===== src/design/cpu_pkg.sv =====
`default_nettype none

package cpu_pkg;

    // --------------------
    // exception codes, MIPS ExcCode numbering
    typedef enum logic [4:0] {
        EXC_INT  = 5'd0,
        EXC_ADEL = 5'd4,
        EXC_ADES = 5'd5,
        EXC_SYS  = 5'd8,
        EXC_BP   = 5'd9,
        EXC_RI   = 5'd10,
        EXC_OV   = 5'd12
    } exc_code_t;

    typedef struct packed {
        logic is_load;
        logic is_store;
        logic is_branch;
        logic is_priv;
    } ctrl_sign_t;

    typedef struct packed {
        logic      valid;
        exc_code_t code;
    } except_t;

    // --------------------
    // one issue lane between pipeline stages
    typedef struct packed {
        ctrl_sign_t  ctrl;
        except_t     except;
        logic        reg_wen;
        logic        mem_sel;     // lane owns the memory request
        logic        in_delayslot;
        logic [4:0]  reg_waddr;
        logic [31:0] inst;
        logic [31:0] alu_res;
        logic [31:0] pc;
        logic        valid;
    } lane_t;

    typedef struct packed {
        logic        valid;
        logic        reg_wen;
        logic [4:0]  reg_waddr;
        logic [31:0] wdata;
        logic [31:0] pc;
        except_t     except;
    } wb_t;

endpackage

`default_nettype wire


===== src/design/mem_pkg.sv =====
`default_nettype none

package mem_pkg;

    // load/store opcodes, same values as the MIPS major opcode
    typedef enum logic [5:0] {
        MEM_LB  = 6'h20,
        MEM_LH  = 6'h21,
        MEM_LW  = 6'h23,
        MEM_LBU = 6'h24,
        MEM_LHU = 6'h25,
        MEM_SB  = 6'h28,
        MEM_SH  = 6'h29,
        MEM_SW  = 6'h2b
    } mem_op_t;

    typedef struct packed {
        logic        valid;
        logic        wen;
        mem_op_t     op;
        logic [31:0] addr;        // virtual
        logic [31:0] pa;
        logic [31:0] wdata;
        logic        uncached;
    } mem_req_t;

    typedef struct packed {
        logic        wen;
        logic [31:0] pa;
        logic [31:0] wdata;
        logic [3:0]  strb;
        logic        uncached;
    } dmem_req_t;

    typedef struct packed {
        logic [31:0] rdata;
    } dmem_rsp_t;

    // --------------------
    // byte lanes touched by an access
    function automatic logic [3:0] mem_strb(mem_op_t op, logic [1:0] off);
        case (op)
            MEM_LB, MEM_LBU, MEM_SB: mem_strb = 4'b0001 << off;
            MEM_LH, MEM_LHU, MEM_SH: mem_strb = 4'b0011 << {off[1], 1'b0};
            default:                 mem_strb = 4'b1111;
        endcase
    endfunction

    // store data copied onto every lane, strobe picks the live one
    function automatic logic [31:0] mem_wdata_align(mem_op_t op, logic [31:0] wdata);
        case (op)
            MEM_SB:  mem_wdata_align = {4{wdata[7:0]}};
            MEM_SH:  mem_wdata_align = {2{wdata[15:0]}};
            default: mem_wdata_align = wdata;
        endcase
    endfunction

endpackage

`default_nettype wire


===== src/design/dmem_credit_port.sv =====
`timescale 1ns/1ps
`default_nettype none

module dmem_credit_port
    import mem_pkg::*;
#(
    parameter int DMEM_CREDITS = 4
) (
    input  wire logic      clk,
    input  wire logic      arst_n,
    input  wire mem_req_t  m_mem,
    output logic           stall,
    output logic           dmem_req_valid,
    output dmem_req_t      dmem_req,
    input  wire logic      dmem_credit_ret,
    input  wire logic      dmem_rsp_valid,
    input  wire dmem_rsp_t dmem_rsp,
    output logic           load_done,
    output logic [31:0]    load_data
);

    localparam int CW = $clog2(DMEM_CREDITS + 1);

    logic [CW-1:0] credit_cnt;
    logic          load_pend;   // load sent, response not back yet
    logic          m_is_load;
    logic          no_credit;
    logic          issue;

    assign m_is_load = m_mem.valid && !m_mem.wen;
    assign no_credit = (credit_cnt == '0);
    assign issue     = m_mem.valid && !load_pend && !no_credit;

    // --------------------
    // request channel
    assign dmem_req_valid    = issue;
    assign dmem_req.wen      = m_mem.wen;
    assign dmem_req.pa       = m_mem.pa;
    assign dmem_req.wdata    = mem_wdata_align(m_mem.op, m_mem.wdata);
    assign dmem_req.strb     = mem_strb(m_mem.op, m_mem.addr[1:0]);
    assign dmem_req.uncached = m_mem.uncached;

    // hold M until a credit shows up, loads also until their data
    assign stall = (m_mem.valid && !load_pend && no_credit)
                   || (m_is_load && !dmem_rsp_valid);

    assign load_done = dmem_rsp_valid && load_pend;
    assign load_data = dmem_rsp.rdata;

    // --------------------
    // credits and load tracking
    always_ff @(posedge clk or negedge arst_n) begin
        if (!arst_n)
            credit_cnt <= CW'(DMEM_CREDITS);
        else
            credit_cnt <= credit_cnt - CW'(issue) + CW'(dmem_credit_ret);
    end

    always_ff @(posedge clk or negedge arst_n) begin
        if (!arst_n)
            load_pend <= 1'b0;
        else if (dmem_rsp_valid)
            load_pend <= 1'b0;
        else if (issue && m_is_load)
            load_pend <= 1'b1;
    end

    a_credit_bound: assert property (@(posedge clk) disable iff (!arst_n)
        credit_cnt <= CW'(DMEM_CREDITS));

    // memory may not hand back a credit it never received
    a_credit_ret: assert property (@(posedge clk) disable iff (!arst_n)
        (credit_cnt == CW'(DMEM_CREDITS) && dmem_credit_ret) |-> issue);

    // responses only for the one outstanding load
    a_rsp_owner: assert property (@(posedge clk) disable iff (!arst_n)
        dmem_rsp_valid |-> load_pend);

endmodule

`default_nettype wire


===== src/design/ex_mem.sv =====
`timescale 1ns/1ps
`default_nettype none

module ex_mem
    import cpu_pkg::*;
    import mem_pkg::*;
(
    input  wire logic     clk,
    input  wire logic     arst_n,
    input  wire logic     ena_master,
    input  wire logic     ena_slave,
    input  wire logic     clear_master,
    input  wire logic     clear_slave,
    input  wire lane_t    e_master,
    input  wire lane_t    e_slave,
    input  wire mem_req_t e_mem,
    output lane_t         m_master,
    output lane_t         m_slave,
    output mem_req_t      m_mem
);

    // --------------------
    // master group with the memory request
    always_ff @(posedge clk or negedge arst_n) begin
        if (!arst_n) begin
            m_master <= '0;
            m_mem    <= '0;
        end else begin
            if (clear_master)
                m_master <= '0;
            else if (ena_master)
                m_master <= e_master;
            // the slave half of a split pair loads its request here too
            if (ena_master || ena_slave)
                m_mem <= e_mem;
        end
    end

    // --------------------
    // slave group
    always_ff @(posedge clk or negedge arst_n) begin
        if (!arst_n)
            m_slave <= '0;
        else if (clear_slave)
            m_slave <= '0;
        else if (ena_slave)
            m_slave <= e_slave;
    end

    // the request in M always belongs to a lane sitting in M
    a_mem_owner: assert property (@(posedge clk) disable iff (!arst_n)
        m_mem.valid |-> (m_master.valid && m_master.mem_sel)
                        || (m_slave.valid && m_slave.mem_sel));

endmodule

`default_nettype wire


===== src/design/load_formatter.sv =====
`timescale 1ns/1ps
`default_nettype none

module load_formatter
    import cpu_pkg::*;
    import mem_pkg::*;
(
    input  wire lane_t       m_master,
    input  wire lane_t       m_slave,
    input  wire mem_req_t    m_mem,
    input  wire logic        stall,
    input  wire logic        load_done,
    input  wire logic [31:0] load_data,
    output wb_t              wb_master,
    output wb_t              wb_slave
);

    logic [31:0] shifted;
    logic [31:0] ld_res;

    assign shifted = load_data >> {m_mem.addr[1:0], 3'b000};   // addressed byte to lane 0

    always_comb begin
        case (m_mem.op)
            MEM_LB:  ld_res = {{24{shifted[7]}}, shifted[7:0]};
            MEM_LBU: ld_res = {24'h0, shifted[7:0]};
            MEM_LH:  ld_res = {{16{shifted[15]}}, shifted[15:0]};
            MEM_LHU: ld_res = {16'h0, shifted[15:0]};
            default: ld_res = load_data;
        endcase
    end

    function automatic wb_t make_wb(lane_t l, logic go, logic ld, logic [31:0] res);
        wb_t w;
        w.valid     = l.valid && go;
        w.reg_wen   = l.reg_wen;
        w.reg_waddr = l.reg_waddr;
        w.wdata     = (ld && l.mem_sel) ? res : l.alu_res;
        w.pc        = l.pc;
        w.except    = l.except;
        return w;
    endfunction

    assign wb_master = make_wb(m_master, !stall, load_done, ld_res);
    assign wb_slave  = make_wb(m_slave, !stall, load_done, ld_res);

endmodule

`default_nettype wire


===== src/design/mem_lane_arbiter.sv =====
`timescale 1ns/1ps
`default_nettype none

module mem_lane_arbiter
    import cpu_pkg::*;
    import mem_pkg::*;
(
    input  wire logic     clk,
    input  wire logic     arst_n,
    input  wire lane_t    e_master,
    input  wire lane_t    e_slave,
    input  wire mem_req_t e_master_mem,
    input  wire mem_req_t e_slave_mem,
    input  wire logic     stall,
    output logic          e_ready,
    output logic          ena_master,
    output logic          ena_slave,
    output logic          clear_master,
    output logic          clear_slave,
    output mem_req_t      sel_mem
);

    logic taken;   // first half of a split pair already in M
    logic m_exc;
    logic m_want;
    logic s_want;
    logic split;

    assign m_exc  = e_master.valid && e_master.except.valid;
    assign m_want = e_master.valid && e_master.mem_sel && !e_master.except.valid;
    assign s_want = e_slave.valid && e_slave.mem_sel && !e_slave.except.valid;
    assign split  = e_master.valid && e_master.mem_sel && e_slave.valid && e_slave.mem_sel
                    && !m_exc;

    always_comb begin
        e_ready      = 1'b0;
        ena_master   = 1'b0;
        ena_slave    = 1'b0;
        clear_master = 1'b0;
        clear_slave  = 1'b0;
        sel_mem      = '0;
        if (!stall) begin
            if (!split) begin
                e_ready     = 1'b1;
                ena_master  = 1'b1;
                ena_slave   = 1'b1;
                clear_slave = m_exc;                        // flush behind a master exception
                if (m_want)
                    sel_mem = e_master_mem;
                else if (s_want && !m_exc)
                    sel_mem = e_slave_mem;
            end else if (!taken) begin
                ena_master  = 1'b1;                         // master half, slave held back
                ena_slave   = 1'b1;
                clear_slave = 1'b1;
                sel_mem     = e_master_mem;
            end else begin
                e_ready      = 1'b1;                        // slave half completes the pair
                clear_master = 1'b1;
                ena_slave    = 1'b1;
                if (s_want)
                    sel_mem = e_slave_mem;
            end
        end
    end

    always_ff @(posedge clk or negedge arst_n) begin
        if (!arst_n)
            taken <= 1'b0;
        else if (!stall)
            taken <= split && !taken;
    end

    // a pair that really enters M on both lanes must never carry a request
    a_no_dual_mem: assert property (@(posedge clk) disable iff (!arst_n)
        (ena_master && !clear_master && ena_slave && !clear_slave
         && e_master.valid && e_master.mem_sel && e_slave.valid && e_slave.mem_sel)
        |-> !sel_mem.valid);

endmodule

`default_nettype wire


===== src/design/mem_stage_top.sv =====
`timescale 1ns/1ps
`default_nettype none

module mem_stage_top
    import cpu_pkg::*;
    import mem_pkg::*;
#(
    parameter int DMEM_CREDITS = 4
) (
    input  wire logic      clk,
    input  wire logic      arst_n,
    // execute side
    input  wire lane_t     e_master,
    input  wire lane_t     e_slave,
    input  wire mem_req_t  e_master_mem,
    input  wire mem_req_t  e_slave_mem,
    output logic           e_ready,
    // data memory channel
    output logic           dmem_req_valid,
    output dmem_req_t      dmem_req,
    input  wire logic      dmem_credit_ret,
    input  wire logic      dmem_rsp_valid,
    input  wire dmem_rsp_t dmem_rsp,
    // write-back
    output wb_t            wb_master,
    output wb_t            wb_slave
);

    logic        ena_master;
    logic        ena_slave;
    logic        clear_master;
    logic        clear_slave;
    logic        stall;
    logic        load_done;
    logic [31:0] load_data;
    mem_req_t    sel_mem;
    mem_req_t    m_mem;
    lane_t       m_master;
    lane_t       m_slave;

    mem_lane_arbiter arb0 (
        .clk, .arst_n, .e_master, .e_slave, .e_master_mem, .e_slave_mem,
        .stall, .e_ready, .ena_master, .ena_slave, .clear_master, .clear_slave,
        .sel_mem
    );

    ex_mem ex_mem0 (
        .clk, .arst_n, .ena_master, .ena_slave, .clear_master, .clear_slave,
        .e_master, .e_slave, .e_mem(sel_mem), .m_master, .m_slave, .m_mem
    );

    dmem_credit_port #(
        .DMEM_CREDITS(DMEM_CREDITS)
    ) port0 (
        .clk, .arst_n, .m_mem, .stall, .dmem_req_valid, .dmem_req,
        .dmem_credit_ret, .dmem_rsp_valid, .dmem_rsp, .load_done, .load_data
    );

    load_formatter fmt0 (
        .m_master, .m_slave, .m_mem, .stall, .load_done, .load_data,
        .wb_master, .wb_slave
    );

endmodule

`default_nettype wire


===== config.mk =====
export PLATFORM = sky130hd
export DESIGN_NAME = mem_stage_top
export DESIGN_NICKNAME = d
export VERILOG_FILES = /design/src/design/cpu_pkg.sv /design/src/design/mem_pkg.sv /design/src/design/dmem_credit_port.sv /design/src/design/ex_mem.sv /design/src/design/load_formatter.sv /design/src/design/mem_lane_arbiter.sv /design/src/design/mem_stage_top.sv
export SDC_FILE = /design/constraint.sdc
export NUM_CORES = 1
export LEC_CHECK = 0
export BUFFER_PORTS_ARGS = -buffer_cell sky130_fd_sc_hd__buf_2
export CORE_AREA = 4 4 269 271
export CTS_CLUSTER_DIAMETER = 50
export CTS_CLUSTER_SIZE = 28
export DETAILED_ROUTE_END_ITERATION = 10
export DIE_AREA = 0 0 273 275
export PLACE_DENSITY = 0.57
export SYNTH_ARGS = -nofsm -noshare
export SYNTH_HDL_FRONTEND = slang
export SYNTH_HIERARCHICAL = 1
export SYNTH_SLANG_ARGS = --single-unit

===== constraint.sdc =====
create_clock -name clk -period 2.4 [get_ports clk]
set_clock_uncertainty 0.15 [all_clocks]
set_input_delay 0 -clock clk [delete_from_list [all_inputs] [get_ports clk]]
set_output_delay 0 -clock clk [all_outputs]
set_load 0.02 [all_outputs]

==> flow_summary.toml, run 1 <==
[run_status]
outcome = "complete, but fails checks"
violations = "setup timing"

[timing]
timing.fmax_mhz = 373
slew_headroom_pct = 56.2
slew_viol_final = 0
worst_slack_ns = -0.278
min_period_over_period_pct = 112
finalCriticalPeriod_ns = 2.68
grt_setup_unrepaired = "true"
finalHoldViolCount = 0
setup_viol = 78
worstMarginPinSlew_ns = 0.657

[setup_path]
path_cells = "or4b_4 > buf_4 > bufbuf_16 > nand2_2 > o211ai_1 > buf_4"
cp_slowest_cell = "or4b_4"
critPathMaxStageDelay_ns = 0.58
critPathLaunchType = "flop"
crit_fanout = 13
crit_top_cell = "buf_4"
required_ns = 2.25
arrival_ns = 2.53
end_kind = "output port"
path_class = "flop to output port"

[synth]
netlist_area_um2 = 15000
synthCells = 1632
syn_area_per_cell_um2 = 9.22
ys_warn_count = 6
syn-num-nets = 2111

[job]
cap_violations = 0

[global_routing]
grt_use_met1_pct = 21.9
grtUsageMet3_pct = 4.36
grt_pass1_vias = 16035
busiest_layer = "met2"
met2_usage_pct = 30.2
grt_util_all_layers_pct = 18.2
grt_max_degree = 77
grt-ovfl-total = 0
grt_first_pass_wirelength_um = 104000
antenna_found_initial = 6

[drt]
wl_per_cell_um = 21.9
postRouteAntennaNets = 0
drt_iter0_drc = 1050
routed_via_density = 4.69
detail_route.first_pass.iterations = 5
vias = 15805
drcViolationCount = 0
wl_um = 73800

[layout]
post-route-util_pct = 36.5
drive_gt1_share_pct = 44.5
final_common_cell = "buf_2"
final_cells = 3372
final_area_um2 = 25500
layout_common_cells = "buf_2, dlygate4sd3_1, dfrtp_1, nand2_1, nor2_1"
fin_nets = 2871
syn_to_final_growth_pct = 69.4

[power]
p_switching_uw = 4800
power_frac_comb_pct = 25.0
p_per_area_nw_per_um2 = 590
power.clock.fraction_pct = 44.8
irDropWorstVdd_mv = 0.428
internal_power_uw = 10200
p_sw_share_pct = 31.9
p_seq_share_pct = 30.2
p_leak_uw = 0.0126
power_uw = 15000

[place]
dp.cells = 2923
placed_area_um2 = 18300
port-buffer-count = 567
gp_congestion = 0.906
hpwl_um = 49900

[clock_tree]
h-tree-depth = 2
cts_max_path_buffers = 3
clk_pin_slew_ns = 0.06
cts_tree = "built"
numCtsBuffers = 44
clock_sinks = 236
insertion_delay_ns = 0.56
clockRootBuffer = "clkbuf_16"

[floorplanning]
start_util_pct = 21.6
io_pins = 702
rows = 97
die_area_um2 = 75100
core_um2 = 69800
die_y_um = 275
die_x_um = 273

[min_path]
hold_class = "input pin to flop"
[power groups by stage]
| stage | clock, µW | sequential [µW] | combinational (µW) |
|---|---|---|---|
| 6_report | 6730 | 4540 | 3750 |
| 5_1_grt | 7110 | 4580 | 3980 |
| 4_1_cts | 6890 | 4530 | 3460 |
| 3_5_place_dp | 0 | 4600 | 2740 |
| 3_3_place_gp | 0 | 4590 | 2730 |
| 2_1_floorplan | 0 | 4520 | 1720 |
[worst paths after layout]
path / slack [ns] / endpoint / start / depth (start not counted)
worst max-delay path: -0.28 / wb_slave[54] / ex_mem0/m_mem[100] / 6
worst min-delay path: 0.05 / port0/load_pend / dmem_rsp_valid / 3
worst max register to register: -0.04 / ex_mem0/m_mem[41] / port0/credit_cnt[2] / 11
worst min register to register: 0.36 / ex_mem0/m_mem[40] / ex_mem0/m_mem[40] / 1
max in group asynchronous: 1.13 / ex_mem0/m_mem[59] / arst_n / 5
min in group asynchronous: 0.48 / ex_mem0/m_mem[33] / arst_n / 4
[sequential cells by signal, indices dropped and copies added, names as in the netlist]
signal and cells:
ex_mem0/m_mem 75, ex_mem0/m_slave 78, arb0/taken 1, ex_mem0/m_master 78, port0/load_pend 1, port0/credit_cnt 3
[per-layer routing]
metal  vias up  wire, µm
met5         -        34
met4         6      4670
met3       192      6040
met2       902     34000
met1      7581     29000
li1       7124         -
[worst max-delay path, delay by kind of cell, from the launching register on]
kind | cells | cell delay (ns)
DFF | 1 | 0.42
and+or+nand+nor | 2 | 0.68
AOI/OAI and AO/OA | 1 | 0.15
buffers and inverters | 3 | 0.71
[timing repair]
| action | 4_1_cts | 5_1_grt |
|---|---|---|
| cloned | 11 | 4 |
| hold endpoints to repair | 472 | 0 |
| hold buffers | 310 | 0 |
| buffers inserted | 29 | 15 |
| pin swaps | 46 | 99 |
| gates resized for setup | 177 | 244 |
| endpoints found under the setup margin | 180 | 144 |
[stage by stage]
| stage | hold slack (ns) | TNS, ns | worst slack, ns |
|---|---|---|---|
| detailed placement | -0.193 | -2.33 | -0.205 |
| global route | 0.0373 | -20.76 | -0.363 |
| global placement | -0.191 | -2.32 | -0.209 |
| floorplan | -0.446 | 0 | 0.0577 |
| finish | 0.0468 | -12.36 | -0.278 |
| CTS | 0.0124 | -18.98 | -0.415 |
[cell type report]
type,count,area [µm²]
clock inverters,36,477
well taps,940,1180
flip-flops and latches,236,5910
fillers,6841,44300
diodes,5,12.5
inverters,18,71.3
clock buffers,45,1110
multi-input cells,1069,8480
repair buffers,1023,8250
(Power assumes the default switching activity.)
==> run 2, diff against run 1 <==
--- a/config.mk
+++ b/config.mk
@@ -13,3 +13,3 @@
 export DIE_AREA = 0 0 273 275
-export PLACE_DENSITY = 0.57
+export PLACE_DENSITY_LB_ADDON = 0.1
 export SYNTH_ARGS = -nofsm -noshare
--- a/constraint.sdc
+++ b/constraint.sdc
@@ -4,2 +4,2 @@
 set_output_delay 0 -clock clk [all_outputs]
-set_load 0.02 [all_outputs]
+set_load 0.05 [all_outputs]
==> flow_summary.toml, run 2 (synthesis results as in run 1) <==
[timing]
worstMarginPinSlew_ns = 0.625
hold_ws_ns = 0.0348
worst_slack_ns = -0.217
finalHoldViolCount = 0
slew_viol_final = 0
grt_setup_unrepaired = "true"
finalCriticalPeriod_ns = 2.62
slew_headroom_pct = 58.3
fin_tns_setup_ns = -11.64
timing.fmax_mhz = 382
min_period_over_period_pct = 109
setup_viol = 117

[layout]
layout_common_cells = "buf_2, dlygate4sd3_1, dfrtp_1, nand2_1, nor2_1"
drive_gt1_share_pct = 46.6
fin_nets = 2918
largestRegisters = "ex_mem0/m_master: 78 flops, ex_mem0/m_slave: 78 flops, ex_mem0/m_mem: 75 flops"
syn_to_final_growth_pct = 78.8
final_common_cell = "buf_2"
fill_cells = 7004

[drt]
vias = 15573
drt_iter0_drc = 806
wl_per_cell_um = 21.6
highest_layer = "met5"
met2_length_um = 36600
drcViolationCount = 0
wl_met1_um = 30600
wl_um = 73800
detail_route.first_pass.iterations = 5
postRouteAntennaNets = 0
wl_met3_um = 4680
routed_via_density = 4.55

[clock_tree]
clk_pin_slew_ns = 0.05
insertion_delay_ns = 0.58
cts_max_path_buffers = 3
clock_sinks = 236
h-tree-depth = 2
clockRootBuffer = "clkbuf_16"
numCtsBuffers = 51
cts_tree = "built"

[floorplanning]
die_area_um2 = 75100
die_y_um = 275
rows = 97
die_x_um = 273
io_pins = 702
core_um2 = 69800
start_util_pct = 21.6

[setup_path]
critPathLaunchType = "flop"
arrival_ns = 2.47
end_kind = "output port"
crit_fanout = 11
required_ns = 2.25
path_class = "flop to output port"

[global_routing]
grt_util_all_layers_pct = 18.6
antenna_found_initial = 5
grt_first_pass_wirelength_um = 108000
grt-ovfl-total = 0
grt_pass1_vias = 16703
grt_max_degree = 82

[place]
gp_congestion = 0.887
port-buffer-count = 567
hpwl_um = 49900

[run_status]
outcome = "complete, but fails checks"
violations = "setup timing"

[job]
cap_violations = 0

[power]
p_per_area_nw_per_um2 = 620
power_uw = 16700
p_leak_uw = 0.0131
irDropWorstVdd_mv = 0.468

[min_path]
hold_class = "input pin to flop"
-- run 2: final cells by class --
type | count | area [µm²] | area share, %
timing repair buffer | 1065 | 9210 | 34.2
inverter | 18 | 73.8 | 0.274
clock buffer | 65 | 1400 | 5.20
sequential | 236 | 5910 | 22.0
clock inverter | 29 | 397 | 1.47
tap | 940 | 1180 | 4.37
antenna | 2 | 5.00 | 0.0186
multi-input combinational | 1067 | 8730 | 32.5
-- run 2: where the power goes --
part	switching, µW	internal (µW)	total [µW]
Sequential	214	4330	4540
Clock	2500	4980	7470
Combinational	2750	1930	4680
Total	5460	11200	16700
-- run 2: critical path, stage by stage, from the launching register on --
cell      delay [ns]
dfrtp_1         0.38
or4b_4          0.64
nor3_4          0.20
o21ai_4         0.09
buf_12          0.15
o211ai_1        0.16
buf_4           0.27
-- run 2: worst paths after layout --
| kind | start | endpoint | slack (ns) | depth (start not counted) |
|---|---|---|---|---|
| min | dmem_rsp_valid | port0/load_pend | 0.03 | 3 |
| max | ex_mem0/m_mem[101] | wb_master[54] | -0.22 | 6 |
| min reg2reg | ex_mem0/m_mem[19] | ex_mem0/m_mem[19] | 0.35 | 1 |
| min in group asynchronous | arst_n | ex_mem0/m_master[99] | 0.45 | 4 |
| max reg2reg | port0/credit_cnt[2] | ex_mem0/m_mem[42] | -0.11 | 12 |
| max in group asynchronous | arst_n | ex_mem0/m_slave[6] | 1.12 | 4 |
-- run 2: through the flow --
step	utilization (%)	instances	worst slack, ns	cell area [µm²]
final	38.6	3422	-0.217	26900
after global routing	38.5	3420	-0.340	26900
after CTS	37.4	3407	-0.323	26100
after detailed placement	26.6	2939	-0.167	18600
after global placement	26.6	2939	-0.169	18600
after floorplan	-	1632	-0.0622	15100
-- run 2: timing repair --
action                                  in CTS  in global routing
buffers inserted                            49                 27
endpoints found under the hold margin      472                  0
hold buffers                               310                  0
resized for setup                          400                140
cloned                                      16                  6
pin swaps                                   98                121
endpoints found under the setup margin     170                324
-- run 2: metal layers --
metal	vias up	GRT usage, %
li1	7205	-
met1	7716	23.1
met2	536	32.8
met3	114	3.97
met4	2	5.05
met5	-	0
==> run 3, diff against run 2 <==
- CORE_AREA: 4 4 269 271 -> 4 4 273 275
- DIE_AREA: 0 0 273 275 -> 0 0 277 279
- SYNTH_HIERARCHICAL: 1 -> unset
==> flow_summary.toml, run 3 <==
[synth]
yosysMostFrequentCell = "dfrtp_1"
synthTopCellsByArea = "dfrtp_1, a22o_1, buf_4"
yosysSeqAreaShare_pct = 42.5
syn-num-nets = 1935
synth_top_area_share_pct = 42.3
yosys-top-cells-count = "dfrtp_1, nand2_1, a22o_1"
yosysTopAreaCell = "dfrtp_1"
netlist_area_um2 = 13900
syn_area_per_cell_um2 = 9.54
synthCells = 1456
synth_flop_cell = "dfrtp_1"
ys_ff_latch = 236
yosys.cell_types.count = 53
synth_edf_count = 0
ys_warn_count = 0
async_flop_share_pct = 100

[drt]
vias = 15523
routed_via_density = 4.72
wl_um = 73300
met2_length_um = 34600
highest_layer = "met5"
wl_met1_um = 31800
drt_iter0_drc = 925
detail_route.first_pass.iterations = 5
drcViolationCount = 0
wl_met3_um = 4930
postRouteAntennaNets = 0
wl_per_cell_um = 22.3

[place]
port-buffer-count = 567
placed_area_um2 = 17400
dp.cells = 2783
hpwl_um = 50600
post-place-ws_ns = -0.0430
gp_congestion = 0.821

[timing]
setup_viol = 64
finalCriticalPeriod_ns = 2.75
worstMarginPinSlew_ns = 0.574
slew_headroom_pct = 61.7
slew_viol_final = 0
timing.fmax_mhz = 364
grt_setup_unrepaired = "true"
fin_tns_setup_ns = -12.72
min_period_over_period_pct = 115
finalHoldViolCount = 0
worst_slack_ns = -0.351

[layout]
drive_gt1_share_pct = 37.2
fin_nets = 2763
final_common_cell = "buf_2"
final_cells = 3288
layout_common_cells = "buf_2, dlygate4sd3_1, dfrtp_1, nand2_1, a22o_1"
syn_to_final_growth_pct = 73.2
largestRegisters = "ex_mem0.m_master: 78 flops, ex_mem0.m_slave: 78 flops, ex_mem0.m_mem: 75 flops"
final_area_um2 = 24100

[run_status]
violations = "setup timing"
outcome = "complete, but fails checks"

[floorplanning]
start_util_pct = 19.2
core_um2 = 72300
io_pins = 702
die_area_um2 = 77300
die_x_um = 277
rows = 99
die_y_um = 279

[clock_tree]
h-tree-depth = 2
numCtsBuffers = 49
clock_sinks = 236
insertion_delay_ns = 0.59
clockRootBuffer = "clkbuf_16"
clk_pin_slew_ns = 0.05
cts_max_path_buffers = 3
cts_tree = "built"

[global_routing]
grt-ovfl-total = 0
grt_max_degree = 79
grt_pass1_vias = 16431
grt_first_pass_wirelength_um = 109000
antenna_found_initial = 14
grt_util_all_layers_pct = 18.2

[setup_path]
required_ns = 2.25
path_class = "flop to output port"
cp-endpoint = "wb_slave[62]"
critPathLaunchType = "flop"
reg2reg_from = "ex_mem0.m_mem[104]"
reg2reg_depth = 7
startpoint = "ex_mem0.m_mem[65]"
r2r_slack_ns = 0.13
arrival_ns = 2.60
crit_fanout = 7
end_kind = "output port"
rr_endpoint = "ex_mem0.m_mem[50]"

[power]
p_leak_uw = 0.0113
irDropWorstVdd_mv = 0.515
p_per_area_nw_per_um2 = 837

[job]
cap_violations = 0

[min_path]
hold_class = "input pin to flop"
==> run 3: per-layer routing <==
layer  vias up  global-route usage, %
met2       536                   30.1
li1       7066                      -
met5         -                      0
met1      7790                   23.8
met3       117                   4.56
met4        14                   4.70
==> run 3: what timing repair did <==
item	CTS	global route
hold endpoints to repair	472	0
cloned	3	2
gates resized for setup	153	49
setup buffers	15	17
endpoints found under the setup margin	87	78
hold buffers	373	0
pin swaps	21	19
==> run 3: worst min path at each step <==
stage / depth (start not counted) / end / slack (ns) / start
after floorplan: 0 / arb0.taken / -0.45 / arst_n
after CTS: 3 / ex_mem0.m_slave[37] / 0.00001 / e_slave[37]
final: 3 / ex_mem0.m_slave[45] / 0.03 / e_slave[45]
after detailed placement: 1 / ex_mem0.m_slave[17] / -0.17 / arst_n
after global routing: 3 / ex_mem0.m_slave[50] / 0.009 / e_slave[50]
after global placement: 1 / ex_mem0.m_slave[17] / -0.16 / arst_n
==> run 3: critical path, cell delays in order (launching register included) <==
cell      delay, ns
dfrtp_2        0.49
mux2_4         0.32
mux4_2         0.55
nand4_4        0.18
buf_12         0.14
o211ai_1       0.12
buf_4          0.22
==> run 3: where the power goes <==
part | leakage, µW | internal, µW | switching (µW) | total, µW
clock | 0.000857 | 4820 | 2540 | 7350
combinational | 0.00743 | 2670 | 5020 | 7680
sequential | 0.00297 | 4660 | 448 | 5100
total | 0.0113 | 12100 | 8000 | 20100
==> run 3: area by class of cell <==
cell class / instances / area (µm²)
flip-flops and latches: 236 / 5910
clock buffers: 65 / 1420
fillers: 7591 / 48300
well taps: 959 / 1200
multi-input cells: 935 / 6780
repair buffers: 1046 / 8340
diodes: 6 / 15.0
inverters: 16 / 60.1
clock inverters: 25 / 348
==> run 3: per-stage QoR <==
stage	hold WS, ns	power, µW	util (%)
6_report	0.0286	20100	33.3
5_1_grt	0.00914	21100	33.3
4_1_cts	0.0000103	20400	32.7
3_5_place_dp	-0.168	11900	24.1
3_3_place_gp	-0.160	11900	24.1
2_1_floorplan	-0.446	9980	-
==> run 3: cells by family after synthesis <==
logic type                 synth area share [%]
AOI/OAI and AO/OA                          31.7
xor gates and xnor gates                  0.126
adders and majority gates                 0.324
buffers and inverters                      12.5
DFF                                        42.5
muxes                                      3.02
and+or+nand+nor                            9.76
